### config.mk
export PLATFORM = sky130hd
export DESIGN_NAME = colorShade
export DESIGN_NICKNAME = d
export VERILOG_FILES = /design/src/rtl/shaderPkg.sv /design/src/rtl/colorShade.sv
export SDC_FILE = /design/constraint.sdc
export NUM_CORES = 2
export LEC_CHECK = 0
export ABC_CLOCK_PERIOD_IN_PS = 30100
export BUFFER_PORTS_ARGS = -buffer_cell sky130_fd_sc_hd__buf_2
export CAP_MARGIN = 20
export CORE_MARGIN = 5
export CORE_UTILIZATION = 50
export DETAILED_ROUTE_END_ITERATION = 8
export PLACE_DENSITY = 0.72
export SLEW_MARGIN = 20
export SYNTH_ARGS = -nofsm -noshare
export SYNTH_HDL_FRONTEND = slang
export SYNTH_SLANG_ARGS = --single-unit
### constraint.sdc
create_clock -name vclk -period 30.1
set_input_delay 6.02 -clock vclk [all_inputs]
set_output_delay 6.02 -clock vclk [all_outputs]
set_load 0.005 [all_outputs]
### src/rtl/shaderPkg.sv
//------------------------------
// Shared types for the shading stage
// Fixed-point formats, enums and the record structs
// Reference by scoped names, e.g. shaderPkg::hitRecordT
//------------------------------
package shaderPkg;

    // Fixed-point formats
    localparam int fracBits    = 14;
    localparam int fixedWidth  = 32;
    localparam int normWidth   = 16;
    localparam int bounceWidth = 4;
    localparam int divSteps    = 16;

    typedef logic signed [fixedWidth-1:0] fixedT;
    typedef logic signed [normWidth-1:0]  normT;

    // One and 0.3 in the normalised format
    localparam normT normOne      = 16'sd16384;
    localparam normT ambientLevel = 16'sd4915;

    typedef struct packed {
        fixedT x;
        fixedT y;
        fixedT z;
    } vec3T;

    typedef struct packed {
        normT x;
        normT y;
        normT z;
    } normVec3T;

    typedef struct packed {
        logic [7:0] r;
        logic [7:0] g;
        logic [7:0] b;
    } rgbT;

    typedef enum logic [1:0] {
        surfNone,
        surfLambertian,
        surfMetal
    } surfaceT;

    typedef enum logic [1:0] {
        stIdle,
        stDivide,
        stSend,
        stRelease
    } shadeStateT;

    //------------------------------
    // Records
    //------------------------------
    typedef struct packed {
        logic [9:0]             pixelX;
        logic [9:0]             pixelY;
        surfaceT                surface;
        normVec3T               normal;
        vec3T                   viewDir;
        vec3T                   hitPos;
        rgbT                    color;
        rgbT                    lastColor;
        logic [bounceWidth-1:0] bounceLevel;
        logic                   inShadow;
    } hitRecordT;

    typedef struct packed {
        logic [9:0] pixelX;
        logic [9:0] pixelY;
        rgbT        color;
    } pixelResultT;

    typedef struct packed {
        logic [9:0]             pixelX;
        logic [9:0]             pixelY;
        rgbT                    lastColor;
        logic [bounceWidth-1:0] bounceLevel;
        vec3T                   orig;
        vec3T                   dir;
    } bounceRayT;

    typedef struct packed {
        normVec3T               lightDir;
        logic [bounceWidth-1:0] maxBounce;
    } renderStateT;

endpackage

### src/rtl/colorShade.sv
//------------------------------
// Diffuse plus ambient lighting of one hit
// Scales the surface colour and adds the earlier bounces
// Purely combinational, feeds colorDivide
//------------------------------
`timescale 1ns/1ps

module colorShade (
    input  shaderPkg::hitRecordT record,
    input  shaderPkg::normVec3T  lightDir,
    output logic [2:0][15:0]     sums
);

    logic signed [31:0] prodX, prodY, prodZ;
    logic signed [33:0] diffuse;
    logic signed [33:0] lit;
    logic [15:0]        term;
    logic [2:0][7:0]    colorArr;
    logic [2:0][7:0]    lastArr;
    logic [2:0][7:0]    scaled;

    assign colorArr = record.color;
    assign lastArr  = record.lastColor;

    // Lighting term
    always_comb begin
        prodX = (lightDir.x * record.normal.x) >>> shaderPkg::fracBits;
        prodY = (lightDir.y * record.normal.y) >>> shaderPkg::fracBits;
        prodZ = (lightDir.z * record.normal.z) >>> shaderPkg::fracBits;
        diffuse = prodX + prodY + prodZ;
        // Back-facing or shadowed gives no diffuse light
        if (diffuse < 0 || record.inShadow) begin
            diffuse = '0;
        end
        lit = diffuse + shaderPkg::ambientLevel;
        if (lit > shaderPkg::normOne || record.surface == shaderPkg::surfNone) begin
            term = shaderPkg::normOne;
        end else begin
            term = lit[15:0];
        end
        // Metal keeps a quarter
        if (record.surface == shaderPkg::surfMetal) begin
            term = term >> 2;
        end
    end

    // Per channel scale and accumulate
    always_comb begin
        logic [23:0] scaleProd;
        for (int i = 0; i < 3; i++) begin
            scaleProd = (term * colorArr[i]) >> shaderPkg::fracBits;
            scaled[i] = scaleProd[7:0];
            sums[i]   = lastArr[i] * record.bounceLevel + scaled[i];
        end
    end

endmodule

==> results_dict.tcl <==
set metrics [dict create \
    status "completed" \
    synth_most_common_cell "inv_1" \
    multi_input_area_sq_mm 0.0392 \
    crit_type "primary input to primary output" \
    gp_congestion 0.892 \
    core-area_sq_mm 0.0870 \
    synth_area_leaders "fa_1 (50%), ha_1 (12%), inv_1 (10%), and2_1 (9.4%), nand2_1 (4.8%)" \
    grt_util_met2_pct 38.6 \
    seqCellArea_sq_um 0 \
    fin_setup_tns_ps 0 \
    relSlewSlack_pct 48.0 \
    ant_nets 0 \
    startpoint_type "primary input" \
    synth.top_cell.area_share_pct 50.3 \
    grt_pass1_wl_um 173000 \
    synthToLayoutAreaGrowth_pct 7.14 \
    hold_viol_final 0 \
    cpPeakStageDelay_ps 560 \
    drc 0 \
    path_delay_family "adder cells" \
    seq_cells 0 \
    fill_cells 7954 \
    drtIter0Drc 1691 \
    worst_hold_path.endpoint "sums[32]" \
    end_kind "primary output" \
    synth.distinct_cells 86 \
    path_max_fanout 10 \
    initial_core_util_pct 50.6 \
    worstHoldPathType "primary input to primary output" \
    busiest_layer "met2" \
    nClkBuffers 0 \
    period_share_pct 97.6 \
    critPathSlowestCell "fa_1" \
    avgRoutedWirePerCell_um 16.3 \
    worst-path-buf-inv 18 \
    antenna_found_initial 10 \
    fmax_mhz 34.0 \
    hpwl_um 86400 \
    synth_top_area_cell "fa_1" \
    grt_max_degree 25 \
    die_x_um 307 \
    gr-usage-all-layers_pct 22.1 \
    syn_area_sq_mm 0.0440 \
    use_met1_pct 30.6 \
    nets 6950 \
    grt_use_met3_pct 1.96 \
    vias_per_cell 5.16 \
    vias 32100 \
    drive_gt1_share_pct 7.90 \
    cp_data_arrival_time_ps 23350 \
    drt-pass1-iter-count 5 \
    grt_pass1_vias 35100 \
    crit_path_frequent_cell "fa_1" \
    period_minus_slack_ps 29370 \
    dieArea_sq_mm 0.0940 \
    required_ps 24080 \
    die-height_um 307 \
    yosys_warnings 0 \
    hold_depth 4 \
    worst_slew_pin_slew_ps 778 \
    synth_cells 4877 \
    gr-total-overflow 0 \
    maxCapViolations 0 \
    slew_viol_final 0 \
    rows 108 \
    min_from "record[21]" \
    portBuffers 190 \
    drt-total-wl_um 101000 \
    synthTopCellsByCount "inv_1 (1,191), fa_1 (1,105), and2_1 (663)" \
    syn_area_per_cell_sq_um 9.02 \
    ios 411 \
    setup_viol 0 \
    ys_seq_area_share_pct 0 \
    startpoint "lightDir[38]" \
]
placed cells by master, fill, tap and decap left out, drive strengths merged, types with 13 or more instances in the layout:
cell    Yosys  final
o21a       13     13
nand2     559    559
inv      1191   1191
nor2b      20     20
buf        14    315
conb        2     27
xnor2     123    123
and2      664    664
ha        428    428
and3       16     16
nand2b     38     38
nor3       22     22
a21oi      95     95
nand3      27     27
a21o       39     40
o21ai      47     47
fa       1105   1105
o21bai     28     28
nor2      105    105
xor2       39     39
worst max path at each step:
stage | end | depth (start not counted)
after floorplan | sums[28] | 77
after global placement | sums[44] | 78
after detailed placement | sums[27] | 78
after CTS | sums[43] | 81
after global routing | sums[27] | 78
final | sums[28] | 82
area by class of cell:
class,count,share of cell area [%]
multi-input cells,3539,83.1
diodes,7,0.0372
repair buffers,321,4.28
well taps,1155,3.07
inverters,1192,9.49
worst min-delay path, stage by stage:
cell	delay [ps]
buf_2	110
and2_1	130
ha_1	120
buf_2	110
per-stage QoR:
step	hold slack [ps]	setup slack (ps)	instance area, sq um	std cells	utilization (%)
4_1_cts	12510	22.7	46700	6184	53.6
3_3_place_gp	12510	115	46600	6184	53.6
2_1_floorplan	12280	829	44100	4902	-
5_1_grt	12560	-67.5	47100	6213	54.2
6_report	12510	731	47100	6214	54.2
3_5_place_dp	12510	-116	46600	6184	53.6
what timing repair did:
action / CTS / global route
setup endpoints to repair: 6 / 26
gates resized for setup: 3 / 74
cloned: 0 / 1
buffers inserted: 0 / 22
pin swaps: 0 / 18
hold buffers: 0 / 0
per-layer routing:
metal  wire length (um)  up-vias
met5                 25        -
met4               2310        4
met3               5050      168
met2              50000      779
met1              43700    16500
li1                   -    14600
logic make-up after synthesis:
logic type                 after synthesis  share of synthesized area [%]
and+or+nand+nor                       1505                           17.7
xor gates and xnor gates               162                           3.28
muxes                                    4                         0.0939
AOI/OAI and AO/OA                      307                           4.75
buffers and inverters                 1364                           11.8
other                                    2                         0.0171
adders and majority gates             1533                           62.5
Power is not shown: default switching activity piles up to over one toggle a cycle in this logic, so the estimate is an artifact.
