--- config.mk ---
export PLATFORM = sky130hd
export DESIGN_NAME = shadeControl
export DESIGN_NICKNAME = d
export VERILOG_FILES = /design/src/rtl/shaderPkg.sv /design/src/rtl/shadeControl.sv
export SDC_FILE = /design/constraint.sdc
export NUM_CORES = 1
export LEC_CHECK = 0
export BUFFER_PORTS_ARGS = -buffer_cell sky130_fd_sc_hd__buf_2
export CORE_AREA = 3 3 402 404
export CTS_CLUSTER_DIAMETER = 150
export DETAILED_ROUTE_END_ITERATION = 8
export DIE_AREA = 0 0 405 407
export PLACE_DENSITY_LB_ADDON = 0.12
export SYNTH_ARGS = -nofsm -noshare
export SYNTH_HDL_FRONTEND = slang
export SYNTH_SLANG_ARGS = --single-unit
export TNS_END_PERCENT = 100
--- constraint.sdc ---
create_clock -name clk -period 18.4 [get_ports clk]
set_input_delay 3.68 -clock clk [delete_from_list [all_inputs] [get_ports clk]]
set_output_delay 3.68 -clock clk [all_outputs]
set_load 0.01 [all_outputs]
--- src/rtl/shaderPkg.sv ---
//------------------------------
// Shared types for the shading stage
// Fixed-point formats, enums and the record structs
// Reference by scoped names, e.g. shaderPkg::hitRecordT
//------------------------------
package shaderPkg;

    // Fixed-point formats
    localparam int fracBits    = 14;
    localparam int fixedWidth  = 32;
    localparam int normWidth   = 16;
    localparam int bounceWidth = 4;
    localparam int divSteps    = 16;

    typedef logic signed [fixedWidth-1:0] fixedT;
    typedef logic signed [normWidth-1:0]  normT;

    // One and 0.3 in the normalised format
    localparam normT normOne      = 16'sd16384;
    localparam normT ambientLevel = 16'sd4915;

    typedef struct packed {
        fixedT x;
        fixedT y;
        fixedT z;
    } vec3T;

    typedef struct packed {
        normT x;
        normT y;
        normT z;
    } normVec3T;

    typedef struct packed {
        logic [7:0] r;
        logic [7:0] g;
        logic [7:0] b;
    } rgbT;

    typedef enum logic [1:0] {
        surfNone,
        surfLambertian,
        surfMetal
    } surfaceT;

    typedef enum logic [1:0] {
        stIdle,
        stDivide,
        stSend,
        stRelease
    } shadeStateT;

    //------------------------------
    // Records
    //------------------------------
    typedef struct packed {
        logic [9:0]             pixelX;
        logic [9:0]             pixelY;
        surfaceT                surface;
        normVec3T               normal;
        vec3T                   viewDir;
        vec3T                   hitPos;
        rgbT                    color;
        rgbT                    lastColor;
        logic [bounceWidth-1:0] bounceLevel;
        logic                   inShadow;
    } hitRecordT;

    typedef struct packed {
        logic [9:0] pixelX;
        logic [9:0] pixelY;
        rgbT        color;
    } pixelResultT;

    typedef struct packed {
        logic [9:0]             pixelX;
        logic [9:0]             pixelY;
        rgbT                    lastColor;
        logic [bounceWidth-1:0] bounceLevel;
        vec3T                   orig;
        vec3T                   dir;
    } bounceRayT;

    typedef struct packed {
        normVec3T               lightDir;
        logic [bounceWidth-1:0] maxBounce;
    } renderStateT;

endpackage

--- src/rtl/shadeControl.sv ---
//------------------------------
// Control of the shading stage
// Runs the req/ack handshakes, holds the record and picks
// between a finished pixel and a metal bounce ray
//------------------------------
`timescale 1ns/1ps

module shadeControl (
    input  logic                               clk,
    input  logic                               resetn,
    input  logic                               inReq,
    input  shaderPkg::hitRecordT               inRecord,
    output logic                               inAck,
    input  logic [shaderPkg::bounceWidth-1:0]  maxBounce,
    output shaderPkg::hitRecordT               record,
    output logic                               divStart,
    input  logic                               divDone,
    input  shaderPkg::rgbT                     quotient,
    input  shaderPkg::vec3T                    reflection,
    output logic                               pixelReq,
    input  logic                               pixelAck,
    output shaderPkg::pixelResultT             pixelOut,
    output logic                               rayReq,
    input  logic                               rayAck,
    output shaderPkg::bounceRayT               rayOut
);

    shaderPkg::shadeStateT state;
    logic                  wantRay;

    assign wantRay = (record.surface == shaderPkg::surfMetal) &&
                     (record.bounceLevel < maxBounce);

    //------------------------------
    // Handshakes and FSM
    //------------------------------
    always_ff @(posedge clk or negedge resetn) begin
        if (!resetn) begin
            state    <= shaderPkg::stIdle;
            inAck    <= 1'b0;
            divStart <= 1'b0;
            pixelReq <= 1'b0;
            rayReq   <= 1'b0;
        end else begin
            divStart <= 1'b0;
            // Input ack follows the source dropping req
            if (inAck && !inReq) begin
                inAck <= 1'b0;
            end
            case (state)
                shaderPkg::stIdle: begin
                    if (inReq && !inAck) begin
                        inAck    <= 1'b1;
                        divStart <= 1'b1;
                        state    <= shaderPkg::stDivide;
                    end
                end
                shaderPkg::stDivide: begin
                    if (divDone) begin
                        pixelReq <= !wantRay;
                        rayReq   <= wantRay;
                        state    <= shaderPkg::stSend;
                    end
                end
                shaderPkg::stSend: begin
                    if ((pixelReq && pixelAck) || (rayReq && rayAck)) begin
                        pixelReq <= 1'b0;
                        rayReq   <= 1'b0;
                        state    <= shaderPkg::stRelease;
                    end
                end
                shaderPkg::stRelease: begin
                    // Wait for the sink to finish its half
                    if (!pixelAck && !rayAck) begin
                        state <= shaderPkg::stIdle;
                    end
                end
                default: state <= shaderPkg::stIdle;
            endcase
        end
    end

    // Record and output payload
    always_ff @(posedge clk) begin
        if (state == shaderPkg::stIdle && inReq && !inAck) begin
            record <= inRecord;
        end
        if (state == shaderPkg::stDivide && divDone) begin
            pixelOut.pixelX <= record.pixelX;
            pixelOut.pixelY <= record.pixelY;
            pixelOut.color  <= quotient;
            rayOut.pixelX      <= record.pixelX;
            rayOut.pixelY      <= record.pixelY;
            rayOut.lastColor   <= quotient;
            rayOut.bounceLevel <= record.bounceLevel + 1'b1;
            rayOut.orig        <= record.hitPos;
            rayOut.dir         <= reflection;
        end
    end

endmodule

==> impl_metrics.toml <==
[floorplanning]
floorplan.initialDensity_pct = 11.0
io_pins = 1048
rows = 146
core_area_um2 = 158000
dieArea_um2 = 165000
fp.dieH_um = 407
die_x_um = 405

[setup_path]
crit_path_start_kind = "input port"
arrival_ns = 5.82
crit_path_max_fanout = 162
r2r_end = "record[121]$_DFFE_PP_"
r2r_slack_ns = 15.15
path_common_cell = "buf_12"
max_stage_delay_ns = 0.64
crit_chain = "buf_2 -> nand2b_4 -> nor2_4 -> buf_12 -> buf_12"
worstSetupEndpointType = "register"
r2r_start = "state[0]$_DFFE_PN0P_"
path_class = "in -> reg"
r2r_cells = 6
cp_data_required_time_ns = 18.65
crit_slowest_cell = "buf_12"
worstSetupStartpoint = "inReq"

[sta]
finalMaxSlewViolations = 0
maxSlewHeadroom_pct = 29.1
finalSetupViolCount = 0
worst_slew_pin_slew_ns = 1.06
period_minus_slack_ns = 5.57
period_share_pct = 30.3
max_clock_freq_mhz = 180
hold_ws_ns = 0.425
finalClockSkew_ns = 0.0266
timing.final.hold_violations = 0
setup_tns_ns = 0
rsz0062_at_grt = "false"
finalWorstSetupSlack_ns = 12.83

[synth]
synth_edf_count = 555
yosysWarnings = 0
ys_ff_latch = 561
ys_seq_area_share_pct = 96.3
avgSynthCellArea_um2 = 27.0
synth_cell_types = 25
synth_fp_nets = 1101
synthArstFlopShare_pct = 1.07
syn_inst = 648
synth_flop_cell = "edfxtp_1"
syn_area_um2 = 17500

[grt]
first_global_vias = 11895
overflow = 0
antenna_found_initial = 84
grt_max_degree = 163
grt_pass1_wl_um = 107000
grt.total_usage_pct = 9.59

[cts]
root_buffer = "clkbuf_16"
clk_latency_ns = 0.66
cts_inserted_buffers = 76
clock_path_buffers = 3
h-tree-depth = 3
cts_tree = "done"
cts_hold_buf = 0
clock-sinks = 561
post_cts_buffers = 0
clk_pin_slew_worst_paths_ns = 0.06
post_cts_resized = 0

[cells_and_area]
register_area_um2 = 16800
syn_to_final_growth_pct = 57.2
fill_cells = 17354
multi_input_area_um2 = 308
layout-drive-gt1-share_pct = 64.7
nets = 2186
final_util_pct = 17.4

[power]
p_leak_nw = 10.6
intPower_mw = 2.71
switching_share_pct = 28.5
power.density_nw_per_um2 = 138
irDropWorstVdd_v = 0.0000728
p_seq_share_pct = 46.6
p_switching_mw = 1.08
clockPowerShare_pct = 37.4
finalPower_mw = 3.79
p_comb_share_pct = 16.0

[status]
run_status = "completed"

[detailed_routing]
vias_per_cell = 2.84
wl_per_cell_um = 21.5
drc = 0
drt-initial-drc-count = 543
dr.pass1.iters = 4
ant_nets = 0
via_count = 11043
drt-total-wl_um = 83400

[hold_path]
min_to = "rayOut[239]$_DFFE_PP_"
min_delay_path_depth = 0
min_from = "record[314]$_DFFE_PP_"
worst_hold_path_type = "reg -> reg"

[placed_design]
dp_slack_ns = 12.23
gp_congestion = 0.742
portBuffers = 1047
place_hpwl_um = 67400

[run]
cap_violations = 0
worst max-delay path, delay by kind of cell:
kind | cells | cell delay, ns
buf+inv | 3 | 1.38
simple gates | 2 | 0.22
worst max path at each step:
stage,end,cells past startpoint
2_1_floorplan,record[0]$_DFFE_PP_,2
3_3_place_gp,record[102]$_DFFE_PP_,5
3_5_place_dp,record[121]$_DFFE_PP_,5
4_1_cts,record[121]$_DFFE_PP_,5
5_1_grt,record[121]$_DFFE_PP_,5
6_report,record[121]$_DFFE_PP_,5
per-stage QoR:
| stage | area [µm²] | instances |
|---|---|---|
| 2_1_floorplan | 17500 | 648 |
| 3_3_place_gp | 25100 | 3727 |
| 3_5_place_dp | 25100 | 3727 |
| 4_1_cts | 27400 | 3862 |
| 5_1_grt | 27400 | 3867 |
| 6_report | 27500 | 3885 |
routing by layer:
metal	share of wire, %	up-vias	track usage (%)
li1	-	4775	-
met2	54	710	18.0
met1	30	5293	8.51
met3	13	207	5.72
met5	0.41	-	0
met4	2.9	58	2.71
cell usage in the layout (no fill, tap or decap), types with 2 or more instances in the layout:
| cell | instances |
|---|---|
| nand2_1 | 3 |
| a21oi_1 | 2 |
| o21a_1 | 2 |
| dfrtp_1 | 6 |
| inv_16 | 3 |
| inv_1 | 7 |
| clkbuf_1 | 19 |
| clkinv_2 | 11 |
| nor2_1 | 4 |
| bufinv_16 | 3 |
| ha_1 | 8 |
| buf_12 | 3 |
| clkbuf_16 | 78 |
| diode_2 | 23 |
| edfxtp_1 | 555 |
| buf_2 | 1047 |
| inv_6 | 3 |
| clkinv_1 | 15 |
registers in the layout (all words and copies together), names as in the netlist:
| register | count |
|---|---|
| state | 2 |
| pixelReq | 1 |
| record | 315 |
| inAck | 1 |
| divStart | 1 |
| rayReq | 1 |
| rayOut | 240 |
power groups by stage:
stage               Sequential, mW  Clock, mW  Combinational (mW)
floorplan                     1.98          0               0.148
global placement              1.80          0               0.642
detailed placement            1.80          0               0.641
CTS                           1.77       1.50               0.641
global route                  1.79       1.54               0.663
finish                        1.77       1.41               0.606
synth_stat cells, drive strengths merged, types with 2 or more instances:
| cell type | count | area share, % |
|---|---|---|
| edfxtp | 555 | 95 |
| o21a | 2 | 0.086 |
| nand2 | 3 | 0.064 |
| buf | 44 | 1.9 |
| ha | 8 | 0.57 |
| a21oi | 3 | 0.11 |
| dfrtp | 6 | 0.86 |
| inv | 7 | 0.15 |
| nand3b | 2 | 0.11 |
| nor2 | 5 | 0.11 |
cell type report:
type                            count  share of cell area [%]
Antenna cell                       23                   0.210
Clock buffer                       98                    7.41
Clock inverter                     37                    1.19
Inverter                            7                  0.0956
Multi-Input combinational cell     36                    1.12
Sequential cell                   561                    61.2
Tap cell                         2072                    9.44
Timing Repair Buffer             1051                    19.3
kinds of logic (layout without fill, tap and decap cells):
| kind of cell | after synthesis | after routing | share of synthesized area (%) |
|---|---|---|---|
| flops | 561 | 561 | 96.3 |
| buf+inv | 51 | 1193 | 2.04 |
| simple gates | 15 | 15 | 0.516 |
| compound gates | 10 | 10 | 0.430 |
| fa+ha+maj | 8 | 8 | 0.573 |
| xor+xnor | 2 | 2 | 0.100 |
| mux | 1 | 1 | 0.0859 |
| other cells | 0 | 23 | 0 |
Power figures use the tool's default switching activity.
