File: config.mk
export PLATFORM = sky130hd
export DESIGN_NAME = colorDivide
export DESIGN_NICKNAME = d
export VERILOG_FILES = /design/src/rtl/shaderPkg.sv /design/src/rtl/colorDivide.sv
export SDC_FILE = /design/constraint.sdc
export NUM_CORES = 1
export LEC_CHECK = 0
export BUFFER_PORTS_ARGS = -buffer_cell sky130_fd_sc_hd__buf_2
export CELL_PAD_IN_SITES_DETAIL_PLACEMENT = 1
export CELL_PAD_IN_SITES_GLOBAL_PLACEMENT = 1
export CORE_MARGIN = 2
export CORE_UTILIZATION = 48
export CTS_CLUSTER_SIZE = 28
export DETAILED_ROUTE_END_ITERATION = 7
export HOLD_SLACK_MARGIN = 0.08
export PLACE_DENSITY_LB_ADDON = 0.08
export SLEW_MARGIN = 20
export SYNTH_ARGS = -nofsm -noshare
export SYNTH_HDL_FRONTEND = slang
export SYNTH_SLANG_ARGS = --single-unit
File: constraint.sdc
create_clock -name clk -period 6 [get_ports clk]
set_input_delay 0.3 -clock clk [delete_from_list [all_inputs] [get_ports clk]]
set_output_delay 0.3 -clock clk [all_outputs]
set_load 0.02 [all_outputs]
File: src/rtl/shaderPkg.sv
//------------------------------
// Shared types for the shading stage
// Fixed-point formats, enums and the record structs
// Reference by scoped names, e.g. shaderPkg::hitRecordT
//------------------------------
package shaderPkg;

    // Fixed-point formats
    localparam int fracBits    = 14;
    localparam int fixedWidth  = 32;
    localparam int normWidth   = 16;
    localparam int bounceWidth = 4;
    localparam int divSteps    = 16;

    typedef logic signed [fixedWidth-1:0] fixedT;
    typedef logic signed [normWidth-1:0]  normT;

    // One and 0.3 in the normalised format
    localparam normT normOne      = 16'sd16384;
    localparam normT ambientLevel = 16'sd4915;

    typedef struct packed {
        fixedT x;
        fixedT y;
        fixedT z;
    } vec3T;

    typedef struct packed {
        normT x;
        normT y;
        normT z;
    } normVec3T;

    typedef struct packed {
        logic [7:0] r;
        logic [7:0] g;
        logic [7:0] b;
    } rgbT;

    typedef enum logic [1:0] {
        surfNone,
        surfLambertian,
        surfMetal
    } surfaceT;

    typedef enum logic [1:0] {
        stIdle,
        stDivide,
        stSend,
        stRelease
    } shadeStateT;

    //------------------------------
    // Records
    //------------------------------
    typedef struct packed {
        logic [9:0]             pixelX;
        logic [9:0]             pixelY;
        surfaceT                surface;
        normVec3T               normal;
        vec3T                   viewDir;
        vec3T                   hitPos;
        rgbT                    color;
        rgbT                    lastColor;
        logic [bounceWidth-1:0] bounceLevel;
        logic                   inShadow;
    } hitRecordT;

    typedef struct packed {
        logic [9:0] pixelX;
        logic [9:0] pixelY;
        rgbT        color;
    } pixelResultT;

    typedef struct packed {
        logic [9:0]             pixelX;
        logic [9:0]             pixelY;
        rgbT                    lastColor;
        logic [bounceWidth-1:0] bounceLevel;
        vec3T                   orig;
        vec3T                   dir;
    } bounceRayT;

    typedef struct packed {
        normVec3T               lightDir;
        logic [bounceWidth-1:0] maxBounce;
    } renderStateT;

endpackage

File: src/rtl/colorDivide.sv
//------------------------------
// Restoring divider for the colour average
// Divides three sums by bounceLevel+1, one bit per cycle
// done pulses divSteps+1 cycles after start
//------------------------------
`timescale 1ns/1ps

module colorDivide (
    input  logic                                clk,
    input  logic                                resetn,
    input  logic                                start,
    input  logic [2:0][15:0]                    sums,
    input  logic [shaderPkg::bounceWidth-1:0]   bounceLevel,
    output logic                                done,
    output shaderPkg::rgbT                      quotient
);

    typedef logic [$clog2(shaderPkg::divSteps + 1)-1:0] countT;

    countT                                   stepCount;
    logic [shaderPkg::bounceWidth:0]         divisor;
    logic [2:0][15:0]                        work, nextWork;
    logic [2:0][shaderPkg::bounceWidth:0]    rem, nextRem;
    logic [2:0][shaderPkg::bounceWidth+1:0]  shifted, diff;
    logic [2:0]                              fits;
    logic [2:0][7:0]                         quoArr;

    // One restoring step per channel
    always_comb begin
        for (int i = 0; i < 3; i++) begin
            shifted[i]  = {rem[i], work[i][15]};
            diff[i]     = shifted[i] - {1'b0, divisor};
            fits[i]     = shifted[i] >= {1'b0, divisor};
            nextRem[i]  = fits[i] ? diff[i][shaderPkg::bounceWidth:0]
                                  : shifted[i][shaderPkg::bounceWidth:0];
            nextWork[i] = {work[i][14:0], fits[i]};
            quoArr[i]   = work[i][7:0];
        end
    end

    assign quotient = quoArr;

    //------------------------------
    // Step counter and done pulse
    //------------------------------
    always_ff @(posedge clk or negedge resetn) begin
        if (!resetn) begin
            stepCount <= '0;
            done      <= 1'b0;
        end else begin
            done <= 1'b0;
            if (start) begin
                stepCount <= countT'(shaderPkg::divSteps);
            end else if (stepCount != '0) begin
                stepCount <= stepCount - 1'b1;
                // Last bit goes in on this edge
                if (stepCount == countT'(1)) begin
                    done <= 1'b1;
                end
            end
        end
    end

    // Dividend shifts out at the top, quotient bits fill from the bottom
    always_ff @(posedge clk) begin
        if (start) begin
            divisor <= {1'b0, bounceLevel} + 1'b1;
            work    <= sums;
            rem     <= '0;
        end else if (stepCount != '0) begin
            work <= nextWork;
            rem  <= nextRem;
        end
    end

endmodule

==> flow_metrics.py, run 1 <==
metrics = {
    "timing": {
        "fin_skew_ns": 0.0112,
        "min_period_ns": 2.51,
        "slew_violations": 0,
        "fin_ws_ns": 3.49,
        "hold_viol": 0,
        "fin_crit_sh": 0.419,
        "hold_ws_ns": 0.227,
        "fmax_mhz": 398,
        "tns_ns": 0,
        "worst_slew_pin_slew_ns": 0.973,
        "rsz0062_at_grt": "no",
        "setup_viol": 0,
        "maxSlewHeadroom": 0.352,
    },
    "logic_synthesis": {
        "synth_top_area_share": 0.391,
        "syn_area_mm2": 0.00407,
        "ys_seq_area_frac": 0.501,
        "synthTopCellsByArea": "edfxtp_1 (39%), mux2_2 (12%), dfxtp_1 (7.4%)",
        "ys_async_sr_fraction": 0.0811,
        "synth_seq_cells": 74,
        "yosys-top-cells-count": "edfxtp_1 (53), mux2_2 (45), buf_4 (25), nor2_1 (25), inv_1 (19)",
        "synth_edf_count": 53,
        "syn_area_per_cell_um2": 12.4,
        "syn_inst": 328,
        "syn_nets": 404,
        "synth.distinct_cells": 43,
        "synth_most_common_cell": "edfxtp_1",
        "yosys_warnings": 0,
        "yosys_most_used_dff": "edfxtp_1",
        "synth_top_area_cell": "edfxtp_1",
    },
    "floorplan": {
        "die_h_um": 96.1,
        "rows": 33,
        "coreArea_mm2": 0.00822,
        "initial_core_util": 0.496,
        "io_pins": 80,
        "dieArea_mm2": 0.00924,
        "die_w_um": 96.1,
    },
    "clocking": {
        "post_cts_buffers": 0,
        "hold_buffers": 1,
        "numCtsBuffers": 9,
        "ctsResizeCount": 0,
        "root_buffer": "clkbuf_8",
        "cts_tree": "done",
        "clkTransAtPathRegs_ns": 0.08,
        "clock_path_buffers": 2,
        "clock_sinks": 74,
        "insertion_delay_ns": 0.35,
        "htreeDepth": 3,
    },
    "critical_path": {
        "start_kind": "flop",
        "cp.arrival_ns": 2.75,
        "crit_required_ns": 6.24,
        "end_kind": "flop",
        "crit_fanout": 3,
        "critical_path_class": "flop to flop",
    },
    "placed_design": {
        "pre_cts_ws_ns": 3.51,
        "io_buffers": 79,
        "place_congestion": 0.823,
        "dp_hpwl_mm": 5.76,
        "place_area_mm2": 0.00439,
    },
    "routing": {
        "routed-wl-met3_um": 315,
        "vias": 2797,
        "routed.top_layer": "met4",
        "drtIter0Drc": 94,
        "first_pass_iters": 5,
        "met2_wirelength_mm": 4.12,
        "wire_per_inst_um": 16.6,
        "wirelength_mm": 8.22,
        "postRouteAntennaNets": 0,
        "met1_length_mm": 3.62,
        "via_per_inst": 5.64,
        "drc_errors": 0,
    },
    "power": {
        "p_leak_nw": 1.97,
        "vdd_drop_max_uv": 164,
        "power_mw": 1.87,
        "powerDensity_mw_per_mm2": 404,
    },
    "grt": {
        "antenna_found_initial": 0,
        "track_usage": 0.193,
        "grt_max_degree": 52,
        "grt_pass1_vias": 2869,
        "grt_pass1_wl_mm": 13.6,
        "grt_overflow_total": 0,
    },
    "final_layout": {
        "diodes": 0,
        "drive_above_1_share": 0.379,
        "fillers": 889,
        "syn_to_final_growth_pct": 13.5,
        "seqCellArea_mm2": 0.00204,
        "multi_input_area_mm2": 0.00172,
        "design_area_mm2": 0.00462,
        "final_nets": 462,
    },
    "flow_run": {
        "maxCapViolations": 0,
    },
    "worst_hold_path": {
        "hp-class": "primary input to flop",
    },
    "outcome": {
        "status": "finished, final reports clean",
    },
}
## placed cells by master (no fill, tap or decap), types with 4 or more instances in the layout
cell	synthesis	routed
xnor2_1	8	8
ha_1	18	18
dfxtp_1	15	15
and3_1	4	4
buf_4	25	4
a21oi_1	4	4
buf_2	0	79
inv_1	19	19
nand3_1	7	7
a311oi_1	7	7
clkbuf_8	0	10
edfxtp_1	53	53
a211o_1	6	6
nor3b_1	12	12
a21o_1	7	7
dfrtp_1	6	6
nor2_1	25	25
mux2_2	45	45
## registers in the layout, summed over array words and instances, names as in the netlist
signal and flops:
shifted 3, divisor 5, quotient 24, nextWork 21
rem 15, done 1, stepCount 5
## worst paths after layout
check / from / end / slack [ns] / depth (start not counted)
hold / removal: bounceLevel[0] / divisor[0] / 0.23 / 2
setup / recovery: shifted[6] / rem[9] / 3.49 / 8
max in group asynchronous: resetn / stepCount[1] / 5.55 / 2
hold reg to reg: stepCount[4] / done / 0.51 / 1
setup reg to reg: shifted[6] / rem[9] / 3.49 / 8
min in group asynchronous: resetn / stepCount[0] / 0.30 / 2
## worst max-delay path, stage by stage (launching register included)
cell and delay, ns:
edfxtp_1 0.43, inv_1 0.08, ha_1 0.16, inv_1 0.06, fa_1 0.42, a21o_1 0.19
a2111oi_1 0.62, nor2_1 0.08, a311o_1 0.36
## per-stage QoR
stage          std cells  utilization
2_1_floorplan        328            -
3_3_place_gp         479        0.534
3_5_place_dp         479        0.534
4_1_cts              496        0.563
5_1_grt              496        0.563
6_report             496        0.563
## cells by family after synthesis
| group | share of synthesized area |
|---|---|
| compound gates | 0.102 |
| xor+xnor | 0.0194 |
| fa+ha+maj | 0.0700 |
| buf+inv | 0.0765 |
| flops | 0.501 |
| mux | 0.132 |
| simple gates | 0.0992 |
## power by group
group	internal [mW]	leakage [nW]	total [mW]	switching, mW
registers	0.710	0.756	0.792	0.0821
logic	0.288	1.11	0.648	0.360
clock network	0.247	0.107	0.429	0.183
total	1.24	1.97	1.87	0.625
## final cells by class
class                   count  share of cell area
flip-flops and latches     74               0.442
multi-input cells         198               0.372
repair buffers             84              0.0942
clock buffers              12              0.0314
well taps                 105              0.0284
clock inverters             4              0.0165
inverters                  19              0.0154
## layer usage
metal	track usage	vias up
li1	-	1328
met1	0.244	1373
met2	0.324	75
met3	0.0392	21
met4	0.0762	0
met5	0	-
Power figures use the tool's default switching activity.
==> run 2, diff against run 1 <==
- CORE_UTILIZATION: 48 -> 44
- clock period: 6 -> 2.52 ns (I/O delays scaled with it)
==> run 2 against run 1 <==
  * Worst setup slack lost 3.3 ns
  * Clock-buffer cell count decreased by 2
  * Clock skew hardly changed
  * Flip-flop and latch count unchanged
==> flow_metrics.py, run 2 (synthesis gave the netlist of run 1 again) <==
metrics = {
    "power": {
        "powerDensity_mw_per_mm2": 909,
        "p_leak_nw": 2.13,
        "vdd_drop_max_uv": 439,
        "p_int_mw": 2.99,
        "swShare": 0.341,
        "power_mw": 4.54,
        "comb_power_share": 0.358,
        "pwr-share-clk": 0.226,
        "power.net_switching_mw": 1.55,
        "seq_power_share": 0.416,
    },
    "timing": {
        "tns_ns": 0,
        "setup_viol": 0,
        "fmax_mhz": 428,
        "hold_ws_ns": 0.0905,
        "hold_viol": 0,
        "maxSlewHeadroom": 0.609,
        "worst_slew_pin_slew_ns": 0.584,
        "rsz0062_at_grt": "no",
        "fin_skew_ns": 0.0110,
        "min_period_ns": 2.33,
        "fin_crit_sh": 0.926,
        "slew_violations": 0,
    },
    "routing": {
        "drtIter0Drc": 77,
        "postRouteAntennaNets": 0,
        "drc_errors": 0,
        "wire_per_inst_um": 17.1,
        "via_per_inst": 5.35,
        "wirelength_mm": 9.22,
        "first_pass_iters": 4,
        "vias": 2881,
    },
    "final_layout": {
        "syn_to_final_growth_pct": 22.7,
        "final_cell_mix": "buf_2 (79), edfxtp_1 (53), mux2_2 (45)",
        "diodes": 0,
        "final_common_cell": "buf_2",
        "seqCellArea_mm2": 0.00204,
        "fillers": 977,
        "final_nets": 499,
        "largest_register_ffs": 24,
        "drive_above_1_share": 0.360,
        "multi_input_area_mm2": 0.00172,
        "stdcell_count": 539,
        "fin_util": 0.548,
    },
    "grt": {
        "grt_overflow_total": 0,
        "track_usage": 0.198,
        "grt_max_degree": 69,
        "grt.met2_usage": 0.343,
        "grt.met1_usage": 0.256,
        "use_met3": 0.0383,
        "grt_pass1_vias": 3142,
        "grt.busiest_layer": "met2",
        "grt_pass1_wl_mm": 15.6,
        "antenna_found_initial": 0,
    },
    "critical_path": {
        "rrSetupSlack_ns": 0.19,
        "cpMaxStageDelayCell": "a2111oi_1",
        "crit_fanout": 3,
        "crit_required_ns": 2.75,
        "end_kind": "flop",
        "cp_common_cell": "inv_1",
        "critical_path_class": "flop to flop",
        "start_kind": "flop",
        "r2r_cells": 8,
        "timing.critical_path.slowest_cell_delay_ns": 0.50,
        "cp.arrival_ns": 2.56,
        "cp_cell_sequence": "inv_1 > ha_1 > inv_1 > fa_1 > a21o_1 > a2111oi_1 > nor2_1 > a311o_1",
    },
    "clocking": {
        "htreeDepth": 3,
        "numCtsBuffers": 9,
        "clock_sinks": 74,
        "cts_tree": "done",
        "root_buffer": "clkbuf_8",
        "clock_path_buffers": 2,
        "clkTransAtPathRegs_ns": 0.08,
        "insertion_delay_ns": 0.34,
    },
    "floorplan": {
        "rows": 35,
        "initial_core_util": 0.447,
        "dieArea_mm2": 0.0100,
        "die_w_um": 100,
        "coreArea_mm2": 0.00911,
        "die_h_um": 100,
        "io_pins": 80,
    },
    "placed_design": {
        "dp_hpwl_mm": 6.20,
        "io_buffers": 79,
        "dp_cells": 490,
        "place_congestion": 0.768,
    },
    "flow_run": {
        "maxCapViolations": 0,
    },
    "outcome": {
        "status": "finished, final reports clean",
    },
    "worst_hold_path": {
        "hp-class": "primary input to flop",
        "hold_path_depth": 2,
    },
}
run 2: worst paths after layout:
check / end / start
min reg2reg: done / stepCount[4]
min in group asynchronous: done / resetn
max in group asynchronous: stepCount[0] / resetn
max reg2reg: rem[9] / shifted[6]
max: rem[9] / shifted[6]
min: nextWork[43] / sums[42]
run 2: per-layer routing:
metal / wire [um] / vias up
met5: 0 / -
met4: 67 / 0
met3: 267 / 6
met2: 4680 / 57
met1: 4210 / 1418
li1: - / 1400
run 2: cell type report:
type	instances	share of cell area
Multi-Input combinational cell	198	0.345
Clock inverter	6	0.0178
Inverter	19	0.0143
Clock buffer	10	0.0255
Tap cell	111	0.0278
Timing Repair Buffer	121	0.161
Sequential cell	74	0.409
run 2: worst max-delay path, delay by kind of cell (launching register included):
family	cells	cell delay, ns
AND/OR/NAND/NOR	1	0.09
buffers and inverters	2	0.13
adder cells (fa/ha/maj)	2	0.56
AO/OA/AOI/OAI	3	1.05
flip-flops	1	0.39
run 2: repair_timing:
| item | in CTS | in global routing |
|---|---|---|
| hold endpoints to repair | 37 | 1 |
| setup endpoints to repair | 0 | 0 |
| buffers inserted | 0 | 0 |
| hold buffers | 32 | 1 |
| resized for setup | 0 | 0 |
run 2: through the flow:
step | cell area, um2 | worst slack, ns
2_1_floorplan | 4080 | 0.354
3_3_place_gp | 4450 | 0.287
3_5_place_dp | 4450 | 0.194
4_1_cts | 4990 | 0.177
5_1_grt | 5000 | 0.0332
6_report | 5000 | 0.186
run 2: power groups by stage:
stage / Combinational, mW / Clock, mW / Sequential, mW
final: 1.63 / 1.02 / 1.89
after global routing: 1.80 / 1.10 / 1.94
after CTS: 1.64 / 1.04 / 1.89
after detailed placement: 1.59 / 0 / 1.91
after global placement: 1.55 / 0 / 1.90
after floorplan: 1.30 / 0 / 1.85
==> run 3, diff against run 2 <==
==> constraint.sdc (replaced) <==
create_clock -name clk -period 2.52 [get_ports clk]
set_input_delay 0.504 -clock clk [delete_from_list [all_inputs] [get_ports clk]]
set_output_delay 0.504 -clock clk [all_outputs]
set_load 0.02 [all_outputs]
==> run 3 against run 2 <==
  * Sequential share of layout area grew 2.6 points
  * Via count shrank 3.7%
  * First-iteration DRC count down 17%
  * Largest power group unchanged
  * Highest routed layer unchanged
==> flow_metrics.py, run 3 (synthesis gave the netlist of run 1 again) <==
metrics = {
    "timing": {
        "fin_crit_sh": 0.919,
        "tns_ns": 0,
        "hold_viol": 0,
        "worst_slew_pin_slew_ns": 0.595,
        "fin_skew_ns": 0.00782,
        "slew_violations": 0,
        "fmax_mhz": 432,
        "maxSlewHeadroom": 0.602,
        "min_period_ns": 2.31,
        "setup_viol": 0,
        "rsz0062_at_grt": "no",
    },
    "final_layout": {
        "largest_register_ffs": 24,
        "diodes": 0,
        "final_nets": 470,
        "fillers": 958,
        "final_cell_mix": "buf_2 (79), edfxtp_1 (53), mux2_2 (45)",
        "design_area_mm2": 0.00470,
        "stdcell_count": 510,
        "final_common_cell": "buf_2",
        "syn_to_final_growth_pct": 15.3,
        "drive_above_1_share": 0.391,
        "seqCellArea_mm2": 0.00204,
        "multi_input_area_mm2": 0.00173,
    },
    "clocking": {
        "htreeDepth": 3,
        "cts_tree": "done",
        "numCtsBuffers": 9,
        "clkTransAtPathRegs_ns": 0.08,
        "clock_path_buffers": 2,
        "insertion_delay_ns": 0.35,
        "post_cts_buffers": 0,
        "root_buffer": "clkbuf_8",
        "clock_sinks": 74,
    },
    "flow_run": {
        "maxCapViolations": 0,
    },
    "floorplan": {
        "die_w_um": 100,
        "rows": 35,
        "initial_core_util": 0.447,
        "dieArea_mm2": 0.0100,
        "io_pins": 80,
        "coreArea_mm2": 0.00911,
        "die_h_um": 100,
    },
    "grt": {
        "track_usage": 0.183,
        "grt_overflow_total": 0,
        "grt_max_degree": 37,
        "antenna_found_initial": 0,
        "grt_pass1_vias": 2906,
        "grt_pass1_wl_mm": 14.2,
    },
    "outcome": {
        "status": "finished, final reports clean",
    },
    "routing": {
        "via_per_inst": 5.44,
        "vias": 2775,
        "first_pass_iters": 4,
        "drc_errors": 0,
        "postRouteAntennaNets": 0,
        "wirelength_mm": 8.56,
        "drtIter0Drc": 64,
        "wire_per_inst_um": 16.8,
    },
    "power": {
        "powerDensity_mw_per_mm2": 955,
        "seq_power_share": 0.421,
        "comb_power_share": 0.356,
        "swShare": 0.337,
        "power_mw": 4.49,
        "vdd_drop_max_uv": 500,
        "p_leak_nw": 2.01,
        "p_int_mw": 2.97,
        "pwr-share-clk": 0.223,
        "power.net_switching_mw": 1.51,
    },
    "placed_design": {
        "dp_cells": 493,
        "place_area_mm2": 0.00447,
        "dp_hpwl_mm": 6.21,
        "place_congestion": 0.840,
        "io_buffers": 79,
    },
    "critical_path": {
        "crit_family": "compound AO/OA/AOI/OAI gates",
        "critical_path_class": "flop to flop",
        "crit_required_ns": 2.75,
        "timing.critical_path.slowest_cell_delay_ns": 0.51,
        "start_kind": "flop",
        "cp_common_cell": "inv_1",
        "cpMaxStageDelayCell": "a2111oi_1",
        "cp.arrival_ns": 2.55,
        "crit_fanout": 3,
        "cp_cell_sequence": "inv_1 > ha_1 > inv_1 > fa_1 > a21o_1 > a2111oi_1 > nor2_1 > a311o_1",
        "end_kind": "flop",
        "cp.buffers_inverters": 2,
    },
    "worst_hold_path": {
        "hp-class": "primary input to flop",
    },
}
-- run 3: path summary, 6_finish.rpt --
check	cells after the start	start	to	slack [ns]
worst min register to register	1	stepCount[4]	done	0.53
min in group asynchronous	2	resetn	stepCount[1]	0.53
max in group asynchronous	2	resetn	stepCount[4]	1.83
worst max-delay path	8	shifted[12]	rem[14]	0.21
worst min-delay path	2	bounceLevel[0]	divisor[0]	0.42
worst max register to register	8	shifted[12]	rem[14]	0.21
-- run 3: metal layers --
layer	GRT usage	wire, um	up-vias
li1	-	-	1344
met1	0.229	3840	1360
met2	0.304	4230	61
met3	0.0418	352	10
met4	0.0790	129	0
met5	0	0	-
-- run 3: cell type report --
type,instances,area share
flip-flops and latches,74,0.435
multi-input cells,198,0.368
repair buffers,92,0.108
well taps,111,0.0296
clock buffers,11,0.0280
clock inverters,5,0.0165
inverters,19,0.0152
-- run 3: power by group through the flow --
stage               Sequential [mW]  Combinational, mW  Clock [mW]
floorplan                      1.85               1.30           0
detailed placement             1.91               1.60           0
global route                   1.94               1.78        1.07
global placement               1.90               1.57           0
finish                         1.89               1.60        1.00
CTS                            1.89               1.61        1.03
-- run 3: metrics by stage --
stage / setup slack [ns] / hold WS, ns / util
after floorplan: 0.354 / 0.208 / -
after global placement: 0.243 / 0.348 / 0.491
after detailed placement: 0.184 / 0.347 / 0.491
after CTS: 0.170 / 0.401 / 0.515
after global routing: 0.0439 / 0.430 / 0.516
final: 0.205 / 0.424 / 0.516
-- run 3: repair_timing --
action	4_1_cts	5_1_grt
endpoints found under the hold margin	6	0
resized for setup	0	1
hold buffers	1	0
endpoints found under the setup margin	0	1
-- run 3: worst reg2reg max path: stages (launching register included) --
cell	delay [ns]
edfxtp_1	0.40
inv_1	0.07
ha_1	0.15
inv_1	0.05
fa_1	0.41
a21o_1	0.18
a2111oi_1	0.51
nor2_1	0.08
a311o_1	0.35
